## config.mk

```make
export PLATFORM = sky130hd
export DESIGN_NAME = invaders_top
export DESIGN_NICKNAME = d
export VERILOG_FILES = /design/src/rtl/invaders_pkg.sv /design/src/rtl/vga_timing.sv /design/src/rtl/player_ctrl.sv /design/src/rtl/missile_ctrl.sv /design/src/rtl/alien_ctrl.sv /design/src/rtl/pixel_mixer.sv /design/src/rtl/invaders_top.sv
export SDC_FILE = /design/constraint.sdc
export NUM_CORES = 1
export LEC_CHECK = 0
export BUFFER_PORTS_ARGS = -buffer_cell sky130_fd_sc_hd__buf_4
export CORE_MARGIN = 5
export CORE_UTILIZATION = 49
export CTS_BUF_LIST = sky130_fd_sc_hd__clkbuf_2 sky130_fd_sc_hd__clkbuf_4 sky130_fd_sc_hd__clkbuf_8
export DETAILED_ROUTE_END_ITERATION = 12
export GPL_TIMING_DRIVEN = 0
export PLACE_DENSITY = 0.77
export SKIP_LAST_GASP = 1
export SYNTH_ARGS = -nofsm -noshare
export SYNTH_HDL_FRONTEND = slang
export SYNTH_HIERARCHICAL = 1
export SYNTH_SLANG_ARGS = --single-unit
```

## constraint.sdc

```tcl
create_clock -name Clk -period 3.5 [get_ports Clk]
set_clock_uncertainty 0.05 [all_clocks]
set_input_delay 0.525 -clock Clk [delete_from_list [all_inputs] [get_ports Clk]]
set_output_delay 0.525 -clock Clk [all_outputs]
set_load 0.005 [all_outputs]
```

## src/rtl/invaders_pkg.sv

```systemverilog
`default_nettype none

package invaders_pkg;

    // ------------------------------
    // Coordinates and bundles
    // ------------------------------
    localparam int COORD_W = 10;             // Every screen coordinate

    typedef struct packed {
        logic [COORD_W-1:0] x;               // Column
        logic [COORD_W-1:0] y;               // Row
    } pixel_pos_t;

    typedef struct packed {
        logic hsync;                         // Active low
        logic vsync;                         // Active low
        logic blank_n;                       // High in visible area
    } sync_t;

    typedef struct packed {
        logic [7:0] r;
        logic [7:0] g;
        logic [7:0] b;
    } rgb_t;

    // ------------------------------
    // Sprite boxes
    // ------------------------------
    localparam logic [COORD_W-1:0] PLAYER_W  = 10'd8;
    localparam logic [COORD_W-1:0] PLAYER_H  = 10'd4;
    localparam logic [COORD_W-1:0] MISSILE_W = 10'd1;
    localparam logic [COORD_W-1:0] MISSILE_H = 10'd3;
    localparam logic [COORD_W-1:0] ALIEN_W   = 10'd6;
    localparam logic [COORD_W-1:0] ALIEN_H   = 10'd4;

    // Fixed rows, low enough to fit a 48 line screen
    localparam logic [COORD_W-1:0] PLAYER_Y = 10'd40;
    localparam logic [COORD_W-1:0] ALIEN_Y  = 10'd8;

    // Pixels per frame
    localparam logic [COORD_W-1:0] PLAYER_STEP  = 10'd2;
    localparam logic [COORD_W-1:0] MISSILE_STEP = 10'd4;
    localparam logic [COORD_W-1:0] ALIEN_STEP   = 10'd1;

    // USB HID usage codes
    localparam logic [7:0] KEY_LEFT  = 8'h04;     // 'A'
    localparam logic [7:0] KEY_RIGHT = 8'h07;     // 'D'

    localparam rgb_t COL_BG      = '{r: 8'h00, g: 8'h00, b: 8'h30};   // Dark navy
    localparam rgb_t COL_PLAYER  = '{r: 8'h00, g: 8'hff, b: 8'h00};
    localparam rgb_t COL_MISSILE = '{r: 8'hff, g: 8'hff, b: 8'hff};
    localparam rgb_t COL_ALIEN   = '{r: 8'hff, g: 8'h20, b: 8'h20};

endpackage

`default_nettype wire

```

## src/rtl/vga_timing.sv

```systemverilog
`default_nettype none
`timescale 1ns/10ps

module vga_timing
    import invaders_pkg::*;
#(
    parameter int H_ACTIVE = 640,
    parameter int H_FRONT  = 16,
    parameter int H_SYNC   = 96,
    parameter int H_BACK   = 48,
    parameter int V_ACTIVE = 480,
    parameter int V_FRONT  = 10,
    parameter int V_SYNC   = 2,
    parameter int V_BACK   = 33
) (
    input  wire logic Clk,
    input  wire logic rst_n,
    output pixel_pos_t raster,
    output sync_t      raster_sync,
    output logic       frame_tick
);

    // ------------------------------
    // Line and frame landmarks
    // ------------------------------
    localparam logic [COORD_W-1:0] H_VIS_END  = COORD_W'(H_ACTIVE);
    localparam logic [COORD_W-1:0] H_SYNC_BEG = COORD_W'(H_ACTIVE + H_FRONT);
    localparam logic [COORD_W-1:0] H_SYNC_END = COORD_W'(H_ACTIVE + H_FRONT + H_SYNC);
    localparam logic [COORD_W-1:0] H_LAST     = COORD_W'(H_ACTIVE + H_FRONT + H_SYNC + H_BACK - 1);
    localparam logic [COORD_W-1:0] V_VIS_END  = COORD_W'(V_ACTIVE);
    localparam logic [COORD_W-1:0] V_SYNC_BEG = COORD_W'(V_ACTIVE + V_FRONT);
    localparam logic [COORD_W-1:0] V_SYNC_END = COORD_W'(V_ACTIVE + V_FRONT + V_SYNC);
    localparam logic [COORD_W-1:0] V_LAST     = COORD_W'(V_ACTIVE + V_FRONT + V_SYNC + V_BACK - 1);

    logic [COORD_W-1:0] h_cnt;   // Pixel within line
    logic [COORD_W-1:0] v_cnt;   // Line within frame

    always_ff @(posedge Clk or negedge rst_n) begin
        if (!rst_n) begin
            h_cnt <= '0;
            v_cnt <= '0;
        end else if (h_cnt == H_LAST) begin
            h_cnt <= '0;
            v_cnt <= (v_cnt == V_LAST) ? '0 : v_cnt + 1'b1;   // Wrap at frame end
        end else begin
            h_cnt <= h_cnt + 1'b1;
        end
    end

    // Decode straight from the counters so sync lines up with raster
    always_comb begin
        raster.x            = h_cnt;
        raster.y            = v_cnt;
        raster_sync.hsync   = !((h_cnt >= H_SYNC_BEG) && (h_cnt < H_SYNC_END));
        raster_sync.vsync   = !((v_cnt >= V_SYNC_BEG) && (v_cnt < V_SYNC_END));
        raster_sync.blank_n = (h_cnt < H_VIS_END) && (v_cnt < V_VIS_END);
    end

    // First pixel of first front porch line
    assign frame_tick = (h_cnt == '0) && (v_cnt == V_VIS_END);

endmodule

`default_nettype wire

```

## src/rtl/player_ctrl.sv

```systemverilog
`default_nettype none
`timescale 1ns/10ps

module player_ctrl
    import invaders_pkg::*;
#(
    parameter int H_ACTIVE = 640          // Screen width
) (
    input  wire logic       Clk,
    input  wire logic       rst_n,
    input  wire logic       frame_tick,
    input  wire logic [7:0] keycode,
    output pixel_pos_t      player_pos
);

    // Rightmost legal x and the centred start
    localparam logic [COORD_W-1:0] X_MAX   = COORD_W'(H_ACTIVE) - PLAYER_W;
    localparam logic [COORD_W-1:0] X_START = COORD_W'((H_ACTIVE - int'(PLAYER_W)) / 2);

    logic [COORD_W-1:0] x_q;
    logic [COORD_W-1:0] x_next;

    // ------------------------------
    // Next position from key
    // ------------------------------
    always_comb begin
        x_next = x_q;                                 // Any other key holds
        case (keycode)
            KEY_LEFT: begin
                if (x_q < PLAYER_STEP) begin
                    x_next = '0;                      // Clamp at left edge
                end else begin
                    x_next = x_q - PLAYER_STEP;
                end
            end
            KEY_RIGHT: begin
                if (x_q >= X_MAX - PLAYER_STEP) begin
                    x_next = X_MAX;                   // Clamp at right edge
                end else begin
                    x_next = x_q + PLAYER_STEP;
                end
            end
            default: x_next = x_q;
        endcase
    end

    always_ff @(posedge Clk or negedge rst_n) begin
        if (!rst_n) begin
            x_q <= X_START;
        end else if (frame_tick) begin
            x_q <= x_next;                            // Once per frame
        end
    end

    assign player_pos = '{x: x_q, y: PLAYER_Y};       // Row never changes

endmodule

`default_nettype wire

```

## src/rtl/missile_ctrl.sv

```systemverilog
`default_nettype none
`timescale 1ns/10ps

module missile_ctrl
    import invaders_pkg::*;
(
    input  wire logic Clk,
    input  wire logic rst_n,
    input  wire logic frame_tick,
    input  wire logic shoot,
    input  pixel_pos_t player_pos,
    input  pixel_pos_t alien_pos,
    output pixel_pos_t missile_pos,
    output logic       missile_active,
    output logic       hit
);

    pixel_pos_t pos_q;
    logic       active_q;
    logic       overlap;

    // Box ends, one bit wider to avoid wrap near the counter top
    logic [COORD_W:0] m_x_end;
    logic [COORD_W:0] m_y_end;
    logic [COORD_W:0] a_x_end;
    logic [COORD_W:0] a_y_end;

    // ------------------------------
    // Missile vs alien overlap
    // ------------------------------
    always_comb begin
        m_x_end = {1'b0, pos_q.x} + {1'b0, MISSILE_W};
        m_y_end = {1'b0, pos_q.y} + {1'b0, MISSILE_H};
        a_x_end = {1'b0, alien_pos.x} + {1'b0, ALIEN_W};
        a_y_end = {1'b0, alien_pos.y} + {1'b0, ALIEN_H};
        overlap = ({1'b0, pos_q.x} < a_x_end) && ({1'b0, alien_pos.x} < m_x_end)
               && ({1'b0, pos_q.y} < a_y_end) && ({1'b0, alien_pos.y} < m_y_end);
    end

    // Same cycle as the tick so the alien reacts on the same edge
    assign hit = frame_tick && active_q && overlap;

    always_ff @(posedge Clk or negedge rst_n) begin
        if (!rst_n) begin
            active_q <= 1'b0;
            pos_q    <= '0;
        end else if (frame_tick) begin
            if (active_q && overlap) begin
                active_q <= 1'b0;                        // Consumed by the hit
            end else if (active_q) begin
                if (pos_q.y < MISSILE_STEP) begin
                    active_q <= 1'b0;                    // Off the top
                end else begin
                    pos_q.y <= pos_q.y - MISSILE_STEP;   // x stays fixed in flight
                end
            end else if (shoot) begin
                active_q <= 1'b1;
                pos_q.x  <= player_pos.x + PLAYER_W / 2; // Cannon muzzle
                pos_q.y  <= PLAYER_Y - MISSILE_H;
            end
        end
    end

    assign missile_pos    = pos_q;
    assign missile_active = active_q;

endmodule

`default_nettype wire

```

## src/rtl/alien_ctrl.sv

```systemverilog
`default_nettype none
`timescale 1ns/10ps

module alien_ctrl
    import invaders_pkg::*;
#(
    parameter int H_ACTIVE = 640          // Screen width
) (
    input  wire logic       Clk,
    input  wire logic       rst_n,
    input  wire logic       frame_tick,
    input  wire logic       hit,
    output pixel_pos_t      alien_pos,
    output logic [7:0]      score
);

    localparam logic [COORD_W-1:0] X_MAX = COORD_W'(H_ACTIVE) - ALIEN_W;

    logic [COORD_W-1:0] x_q;
    logic               right_q;     // 1 moving right
    logic [7:0]         score_q;

    // ------------------------------
    // Sweep and respawn
    // ------------------------------
    always_ff @(posedge Clk or negedge rst_n) begin
        if (!rst_n) begin
            x_q     <= '0;
            right_q <= 1'b1;
            score_q <= '0;
        end else if (hit) begin
            x_q     <= '0;                       // Back to left edge
            right_q <= 1'b1;
            score_q <= score_q + 1'b1;           // Wraps at 255
        end else if (frame_tick) begin
            if (right_q) begin
                if (x_q > X_MAX - ALIEN_STEP) begin
                    right_q <= 1'b0;             // Turn without stepping
                end else begin
                    x_q <= x_q + ALIEN_STEP;
                end
            end else begin
                if (x_q < ALIEN_STEP) begin
                    right_q <= 1'b1;
                end else begin
                    x_q <= x_q - ALIEN_STEP;
                end
            end
        end
    end

    // Hit only ever comes with a tick so it takes priority over the step

    assign alien_pos = '{x: x_q, y: ALIEN_Y};
    assign score     = score_q;

endmodule

`default_nettype wire

```

## src/rtl/pixel_mixer.sv

```systemverilog
`default_nettype none
`timescale 1ns/10ps

module pixel_mixer
    import invaders_pkg::*;
(
    input  wire logic Clk,
    input  wire logic rst_n,
    input  pixel_pos_t raster,
    input  sync_t      raster_sync,
    input  pixel_pos_t player_pos,
    input  pixel_pos_t missile_pos,
    input  wire logic  missile_active,
    input  pixel_pos_t alien_pos,
    output sync_t      video_sync,
    output rgb_t       video_rgb
);

    // Pixel p inside box at b of size w by h
    function automatic logic in_box(pixel_pos_t p, pixel_pos_t b,
                                    logic [COORD_W-1:0] w, logic [COORD_W-1:0] h);
        logic [COORD_W:0] x_end;
        logic [COORD_W:0] y_end;
        x_end = {1'b0, b.x} + {1'b0, w};
        y_end = {1'b0, b.y} + {1'b0, h};
        return (p.x >= b.x) && ({1'b0, p.x} < x_end)
            && (p.y >= b.y) && ({1'b0, p.y} < y_end);
    endfunction

    logic is_player;
    logic is_missile;
    logic is_alien;
    rgb_t colour;

    // ------------------------------
    // Object hit test and priority
    // ------------------------------
    always_comb begin
        is_missile = missile_active && in_box(raster, missile_pos, MISSILE_W, MISSILE_H);
        is_player  = in_box(raster, player_pos, PLAYER_W, PLAYER_H);
        is_alien   = in_box(raster, alien_pos, ALIEN_W, ALIEN_H);
        if (!raster_sync.blank_n) colour = '0;        // Black in blanking
        else if (is_missile)      colour = COL_MISSILE;
        else if (is_player)       colour = COL_PLAYER;
        else if (is_alien)        colour = COL_ALIEN;
        else                      colour = COL_BG;
    end

    // Sync and colour share one stage
    always_ff @(posedge Clk or negedge rst_n) begin
        if (!rst_n) begin
            video_sync <= '{hsync: 1'b1, vsync: 1'b1, blank_n: 1'b0};
            video_rgb  <= '0;
        end else begin
            video_sync <= raster_sync;
            video_rgb  <= colour;
        end
    end

endmodule

`default_nettype wire

```

## src/rtl/invaders_top.sv

```systemverilog
`default_nettype none
`timescale 1ns/10ps

module invaders_top
    import invaders_pkg::*;
#(
    parameter int H_ACTIVE = 640,
    parameter int H_FRONT  = 16,
    parameter int H_SYNC   = 96,
    parameter int H_BACK   = 48,
    parameter int V_ACTIVE = 480,
    parameter int V_FRONT  = 10,
    parameter int V_SYNC   = 2,
    parameter int V_BACK   = 33
) (
    input  wire logic       Clk,         // Pixel clock
    input  wire logic       rst_n,
    input  wire logic [7:0] keycode,     // Held key level
    input  wire logic       shoot,
    output sync_t           video_sync,
    output rgb_t            video_rgb,
    output logic [7:0]      score
);

    // ------------------------------
    // Internal nets
    // ------------------------------
    pixel_pos_t raster;
    sync_t      raster_sync;
    logic       frame_tick;   // One pulse per frame
    pixel_pos_t player_pos;
    pixel_pos_t missile_pos;
    pixel_pos_t alien_pos;
    logic       missile_active;
    logic       hit;          // Missile struck alien

    vga_timing #(
        .H_ACTIVE(H_ACTIVE), .H_FRONT(H_FRONT), .H_SYNC(H_SYNC), .H_BACK(H_BACK),
        .V_ACTIVE(V_ACTIVE), .V_FRONT(V_FRONT), .V_SYNC(V_SYNC), .V_BACK(V_BACK)
    ) u_vga_timing (
        .Clk, .rst_n, .raster, .raster_sync, .frame_tick
    );

    player_ctrl #(.H_ACTIVE(H_ACTIVE)) u_player_ctrl (
        .Clk, .rst_n, .frame_tick, .keycode, .player_pos
    );

    missile_ctrl u_missile_ctrl (
        .Clk, .rst_n, .frame_tick, .shoot, .player_pos, .alien_pos,
        .missile_pos, .missile_active, .hit
    );

    alien_ctrl #(.H_ACTIVE(H_ACTIVE)) u_alien_ctrl (
        .Clk, .rst_n, .frame_tick, .hit, .alien_pos, .score
    );

    // Output stage
    pixel_mixer u_pixel_mixer (
        .Clk, .rst_n, .raster, .raster_sync, .player_pos, .missile_pos,
        .missile_active, .alien_pos, .video_sync, .video_rgb
    );

endmodule

`default_nettype wire

```

==> impl_metrics.json, run 1 <==
{
  "status": "completed",
  "p_clk_share_pct": 40.9,
  "r2r_cells": 16,
  "synthCells": 1095,
  "viasPerCell": 5.720,
  "cts-root-buf": "clkbuf_8",
  "min_period_ns": 3.325,
  "crit_path_end_kind": "flip-flop",
  "critPathRequiredTime_ns": 3.72,
  "placed_cells": 1422,
  "io_pins": 46,
  "nets": 1367,
  "cts_inserted_buffers": 9,
  "io_buffers": 45,
  "ant_nets": 0,
  "r2r_setup_slack_ns": 0.18,
  "p_int_mw": 1.300,
  "grt_overflow_total": 0,
  "synth_cell_types": 99,
  "cts_max_level": 3,
  "gp_congestion": 0.9047,
  "cts_hold_buf": 0,
  "layout_common_cells": "ha_1 (171), buf_4 (103), inv_1 (87), nand2_1 (67), xnor2_1 (63)",
  "clkTransAtPathRegs_ns": 0.09,
  "vdd_drop_max_uv": 144.4,
  "drc": 0,
  "grt_pass1_wl_um": 38560,
  "ys_ff_latch": 77,
  "start_util_pct": 49.31,
  "cp_max_fo": 9,
  "first_global_vias": 8201,
  "rows": 51,
  "seqPwrFrac_pct": 49.8,
  "start_kind": "flip-flop",
  "fmax_mhz": 300.8,
  "tritoncts": "built",
  "wire_per_inst_um": 15.78,
  "synth.cell_area_sq_um": 9502,
  "finalHoldViolations": 0,
  "cts_sinks": 77,
  "syn2layout_area_growth_pct": 12.09,
  "maxSlewViolCount": 0,
  "yosysWarnings": 6,
  "synthFlopType": "dfrtp_1",
  "clk_latency_ns": 0.39,
  "pwr-share-comb_pct": 9.3,
  "place_ws_ns": -0.6742,
  "synth_area_leader_cell": "ha_1",
  "power.switching_uw": 485.6,
  "n_fill_cell": 1768,
  "slew_headroom_pct": 30.98,
  "regToRegEndpoint": "u_alien_ctrl/x_q[6]",
  "diodes": 0,
  "totalWireLength_um": 22960,
  "drt-pass1-iter-count": 5,
  "dieArea_sq_um": 22280,
  "finalInstanceArea_sq_um": 10650,
  "min_path_type": "primary input to asynchronous set/reset pin",
  "synth.avg_cell_area_sq_um": 8.677,
  "period_share_pct": 94.99,
  "maxCapViolations": 0,
  "final_common_cell": "ha_1",
  "fin_util_pct": 55.27,
  "routed-via-count": 8322,
  "crit_type": "flip-flop to flip-flop",
  "place_area_sq_um": 10230,
  "synth_top_area_share_pct": 22.52,
  "p_sw_share_pct": 27.19,
  "seq_area_sq_um": 1953,
  "synth-edff-count": 0,
  "grt_start_max_net_pins": 78,
  "die_w_um": 149.3,
  "drive_gt1_share_pct": 18.15,
  "fin_tns_setup_ns": 0,
  "whs_ns": 0.2764,
  "crit_arrival_ns": 3.54,
  "core_sq_um": 19270,
  "drtIter0Drc": 539,
  "clock_path_buffers": 2,
  "multi_input_area_sq_um": 6918,
  "yosysSeqAreaShare_pct": 20.38,
  "netlist_top_cells_area": "ha_1 (23%), dfrtp_1 (18%), xnor2_1 (5.8%)",
  "synthArstFlopShare_pct": 100.0,
  "fp.dieH_um": 149.3,
  "instances_no_fill": 1455,
  "antenna_found_initial": 0,
  "leakage_nw": 4.972,
  "tightest_slew_ns": 1.035,
  "power_density_nw_per_um2": 167.7,
  "fin_ws_ns": 0.1752,
  "reg2reg_from": "u_missile_ctrl/missile_pos[10]",
  "p_total_mw": 1.786,
  "setup_viol": 0,
  "grtUsageTotal_pct": 20.84,
  "hpwlAfterDp_um": 16960
}
==> critical path, cell delays in order, from the launching register on <==
cell and delay [ns]:
dfrtp_2 0.42, ha_1 0.24, nand3_2 0.15, nor2_4 0.06, and3_1 0.19, xnor2_1 0.13
ha_1 0.30, a21o_1 0.18, a21oi_1 0.12, o21ai_0 0.09, nor2_1 0.24, nand4b_4 0.15
nor3b_2 0.19, buf_4 0.18, a31o_2 0.16, nor2_1 0.05, mux2_1 0.30
==> how the worst max path moves through the flow <==
stage,start,to,slack [ns]
after global placement,u_alien_ctrl/x_q[1],u_alien_ctrl/score[4],-0.59
after CTS,u_missile_ctrl/missile_pos[13],u_alien_ctrl/x_q[7],0.006
after global routing,u_missile_ctrl/missile_pos[10],u_alien_ctrl/score[4],-0.02
after floorplan,u_missile_ctrl/missile_pos[10],u_alien_ctrl/score[4],0.04
after detailed placement,u_alien_ctrl/x_q[1],u_alien_ctrl/score[4],-0.67
final,u_missile_ctrl/missile_pos[10],u_alien_ctrl/x_q[6],0.18
==> cell families (layout without fill, tap and decap cells) <==
group	count (synthesis)	after routing	synth area share (%)
AOI/OAI and AO/OA	243	243	18.28
xor gates and xnor gates	97	97	8.941
adders and majority gates	171	171	22.52
buffers and inverters	148	226	7.967
DFF	77	77	20.38
muxes	14	14	1.686
other	5	22	0.1975
and+or+nand+nor	340	340	20.03
==> layer usage <==
| layer | global-route usage [%] | routed length (um) | up-vias |
|---|---|---|---|
| met4 | 7.094 | 420 | 0 |
| met1 | 27.31 | 10660 | 3960 |
| met5 | 0 | 0 | - |
| met2 | 35.03 | 10790 | 198 |
| li1 | - | - | 4129 |
| met3 | 3.342 | 1085 | 35 |
==> flip-flops by register name, indices dropped and copies added (netlist names) <==
signal                         flops
u_alien_ctrl/right_q               1
u_alien_ctrl/score                 8
u_alien_ctrl/x_q                  10
u_missile_ctrl/missile_active      1
u_missile_ctrl/missile_pos        19
u_pixel_mixer/video_rgb            6
u_pixel_mixer/video_sync           3
u_player_ctrl/x_q                  9
u_vga_timing/h_cnt                10
u_vga_timing/v_cnt                10
==> area by class of cell <==
type / instances / share of cell area, %
multi-input combinational: 887 / 64.96
sequential: 77 / 18.34
timing repair buffer: 62 / 4.488
buffer: 58 / 4.006
inverter: 90 / 3.172
tap: 265 / 3.113
clock buffer: 9 / 1.163
clock inverter: 7 / 0.7636
==> cells in the mapped netlist (6+ instances only) <==
| cell | instances |
|---|---|
| nor2b_1 | 13 |
| mux2_2 | 6 |
| nand2b_1 | 10 |
| clkbuf_1 | 8 |
| and3_1 | 15 |
| o21ai_0 | 47 |
| nand2_1 | 67 |
| a211oi_1 | 9 |
| nor2_1 | 62 |
| buf_4 | 41 |
| buf_6 | 6 |
| o21a_1 | 7 |
| inv_1 | 87 |
| nand3_1 | 50 |
| a21o_1 | 21 |
| nor3_1 | 29 |
| dfstp_2 | 8 |
| xor2_1 | 34 |
| ha_1 | 171 |
| nand4_1 | 29 |
| o21ai_1 | 15 |
| a21oi_1 | 41 |
| a31oi_1 | 13 |
| or3_1 | 9 |
| o211ai_1 | 13 |
| dfrtp_1 | 69 |
| xnor2_1 | 63 |
| nor4_1 | 10 |
==> power by group through the flow <==
stage	combinational, mW	sequential, mW	clock [mW]
6_report	0.165	0.889	0.731
5_1_grt	0.190	0.889	0.796
4_1_cts	0.152	0.889	0.756
3_5_place_dp	0.151	0.907	0
3_3_place_gp	0.146	0.907	0
2_1_floorplan	0.109	0.907	0
==> timing repair <==
| action | CTS | global route |
|---|---|---|
| gates resized for setup | 14 | 17 |
| pin swaps | 0 | 3 |
| setup endpoints to repair | 19 | 31 |
| buffers inserted | 7 | 10 |
Note: power is estimated with default switching activity, not from simulation.
==> run 2: changes to the inputs <==
CORE_UTILIZATION = 59   (was 49)
PLACE_DENSITY = 0.88   (was 0.77)
==> run 2 against run 1 <==
Against the previous run: critical endpoint is now u_alien_ctrl/x_q[9]; clock power is 4.5% lower; worst hold slack got worse by 0.037 ns; setup slack lost 0.025 ns; sequential power barely moved; global-route usage is 4.1 points higher.
==> impl_metrics.json, run 2 (synthesized netlist as in run 1, its figures left out) <==
{
  "finalHoldViolations": 0,
  "vdd_drop_max_uv": 156.3,
  "crit_type": "flip-flop to flip-flop",
  "first_global_vias": 8235,
  "p_total_mw": 1.755,
  "crit_path_end_kind": "flip-flop",
  "maxCapViolations": 0,
  "drc": 0,
  "nets": 1361,
  "critPathRequiredTime_ns": 3.71,
  "slew_headroom_pct": 31.89,
  "totalWireLength_um": 22920,
  "seq_area_sq_um": 1952,
  "grt_start_max_net_pins": 78,
  "drt-pass1-iter-count": 5,
  "cp_max_fo": 8,
  "min_path_type": "primary input to asynchronous set/reset pin",
  "die_w_um": 136.9,
  "dieArea_sq_um": 18740,
  "final_common_cell": "ha_1",
  "n_fill_cell": 1252,
  "diodes": 0,
  "tritoncts": "built",
  "critical_path_buf_inv_count": 1,
  "cp_num_cells": 16,
  "grt_pass1_wl_um": 38360,
  "clock_path_buffers": 2,
  "cts-root-buf": "clkbuf_8",
  "multi_input_area_sq_um": 6918,
  "grt_overflow_total": 0,
  "drive_gt1_share_pct": 17.65,
  "placed_cells": 1373,
  "cts_max_level": 3,
  "tightest_slew_ns": 1.022,
  "fp.dieH_um": 136.9,
  "place_area_sq_um": 10170,
  "regToRegEndpoint": "u_alien_ctrl/x_q[9]",
  "whs_ns": 0.2389,
  "r2r_cells": 16,
  "viasPerCell": 6.091,
  "core_sq_um": 15830,
  "start_kind": "flip-flop",
  "ant_nets": 0,
  "grtUsageTotal_pct": 24.97,
  "slowest_delay_ns": 0.39,
  "power_density_nw_per_um2": 166.8,
  "finalInstanceArea_sq_um": 10520,
  "start_util_pct": 60.03,
  "syn2layout_area_growth_pct": 10.72,
  "hpwlAfterDp_um": 16840,
  "min_period_ns": 3.349,
  "crit_path_end": "u_alien_ctrl/x_q[9]",
  "drtIter0Drc": 539,
  "cp_slowest_cell": "dfrtp_2",
  "instances_no_fill": 1400,
  "gp_congestion": 0.8972,
  "rows": 46,
  "fmax_mhz": 298.6,
  "status": "completed",
  "maxSlewViolCount": 0,
  "cts_sinks": 77,
  "fin_util_pct": 66.47,
  "crit_arrival_ns": 3.56,
  "cts_inserted_buffers": 9,
  "crit_top_cell": "nor2_1",
  "setup_viol": 0,
  "worstPathCellList": "ha_2 -> nand3_2 -> nor2_4 -> and3_1 -> xnor2_1 -> ha_1 -> a21o_1 -> a21oi_1 -> o21ai_0 -> nor2_1 -> nand4b_4 -> nor3b_2 -> buf_4 -> a31o_2 -> nor2_1 -> mux2_4",
  "io_pins": 46,
  "routed-via-count": 8528,
  "crit_family": "simple AND/OR/NAND/NOR gates",
  "r2r_setup_slack_ns": 0.15,
  "leakage_nw": 4.919,
  "largest_reg_flops": 19,
  "crit_start": "u_missile_ctrl/missile_pos[10]",
  "clk_latency_ns": 0.39,
  "wire_per_inst_um": 16.37,
  "io_buffers": 45,
  "layout_common_cells": "ha_1 (170), buf_4 (98), inv_1 (87), nand2_1 (67), xnor2_1 (63)",
  "reg2reg_from": "u_missile_ctrl/missile_pos[10]",
  "antenna_found_initial": 0,
  "clkTransAtPathRegs_ns": 0.09,
  "period_share_pct": 95.70
}
==> run 2: cell count changes in the layout (fill, tap and decap cells not counted), sizes merged <==
cell	before	now
inv	93	90
buf	113	107
clkinvlp	0	2
clkbuf	16	17
==> run 2: layout make-up <==
class | count | area share, %
inverters | 90 | 3.211
repair buffers | 56 | 3.996
clock buffers | 10 | 1.249
flip-flops and latches | 77 | 18.55
clock inverters | 6 | 0.6066
plain buffers | 58 | 4.056
well taps | 216 | 2.569
multi-input cells | 887 | 65.76
==> run 2: routing by layer <==
layer,wire length (um),up-vias,track usage (%)
li1,-,4106,-
met1,10010,4084,30.97
met2,11240,305,43.81
met3,1334,33,4.154
met4,337,0,8.758
met5,0,-,0
==> run 2: what timing repair did <==
action | CTS | global route
resized for setup | 15 | 13
setup endpoints to repair | 19 | 30
endpoints found under the hold margin | 0 | 0
hold buffers | 0 | 0
pin swaps | 0 | 2
buffers inserted | 5 | 6
==> run 2: report_power, final <==
| group | internal, mW | switching (mW) | total, mW |
|---|---|---|---|
| logic | 0.0707 | 0.0966 | 0.167 |
| clock network | 0.336 | 0.362 | 0.698 |
| registers | 0.889 | 0 | 0.889 |
==> run 2: per-stage QoR <==
stage	worst slack (ns)	TNS, ns
6_report	0.1506	0
5_1_grt	-0.04590	-0.1282
4_1_cts	0.0007114	0
3_5_place_dp	-0.6313	-7.888
3_3_place_gp	-0.5600	-6.531
2_1_floorplan	0.04463	0
==> run 2: worst min-delay path by stage <==
stage,depth (start not counted),endpoint,startpoint
after floorplan,0,u_alien_ctrl/score[0],rst_n
after global placement,1,u_alien_ctrl/score[7],u_alien_ctrl/score[7]
after detailed placement,1,u_alien_ctrl/score[7],u_alien_ctrl/score[7]
after CTS,1,u_missile_ctrl/missile_pos[2],rst_n
after global routing,1,u_missile_ctrl/missile_pos[7],rst_n
final,1,u_missile_ctrl/missile_pos[2],rst_n
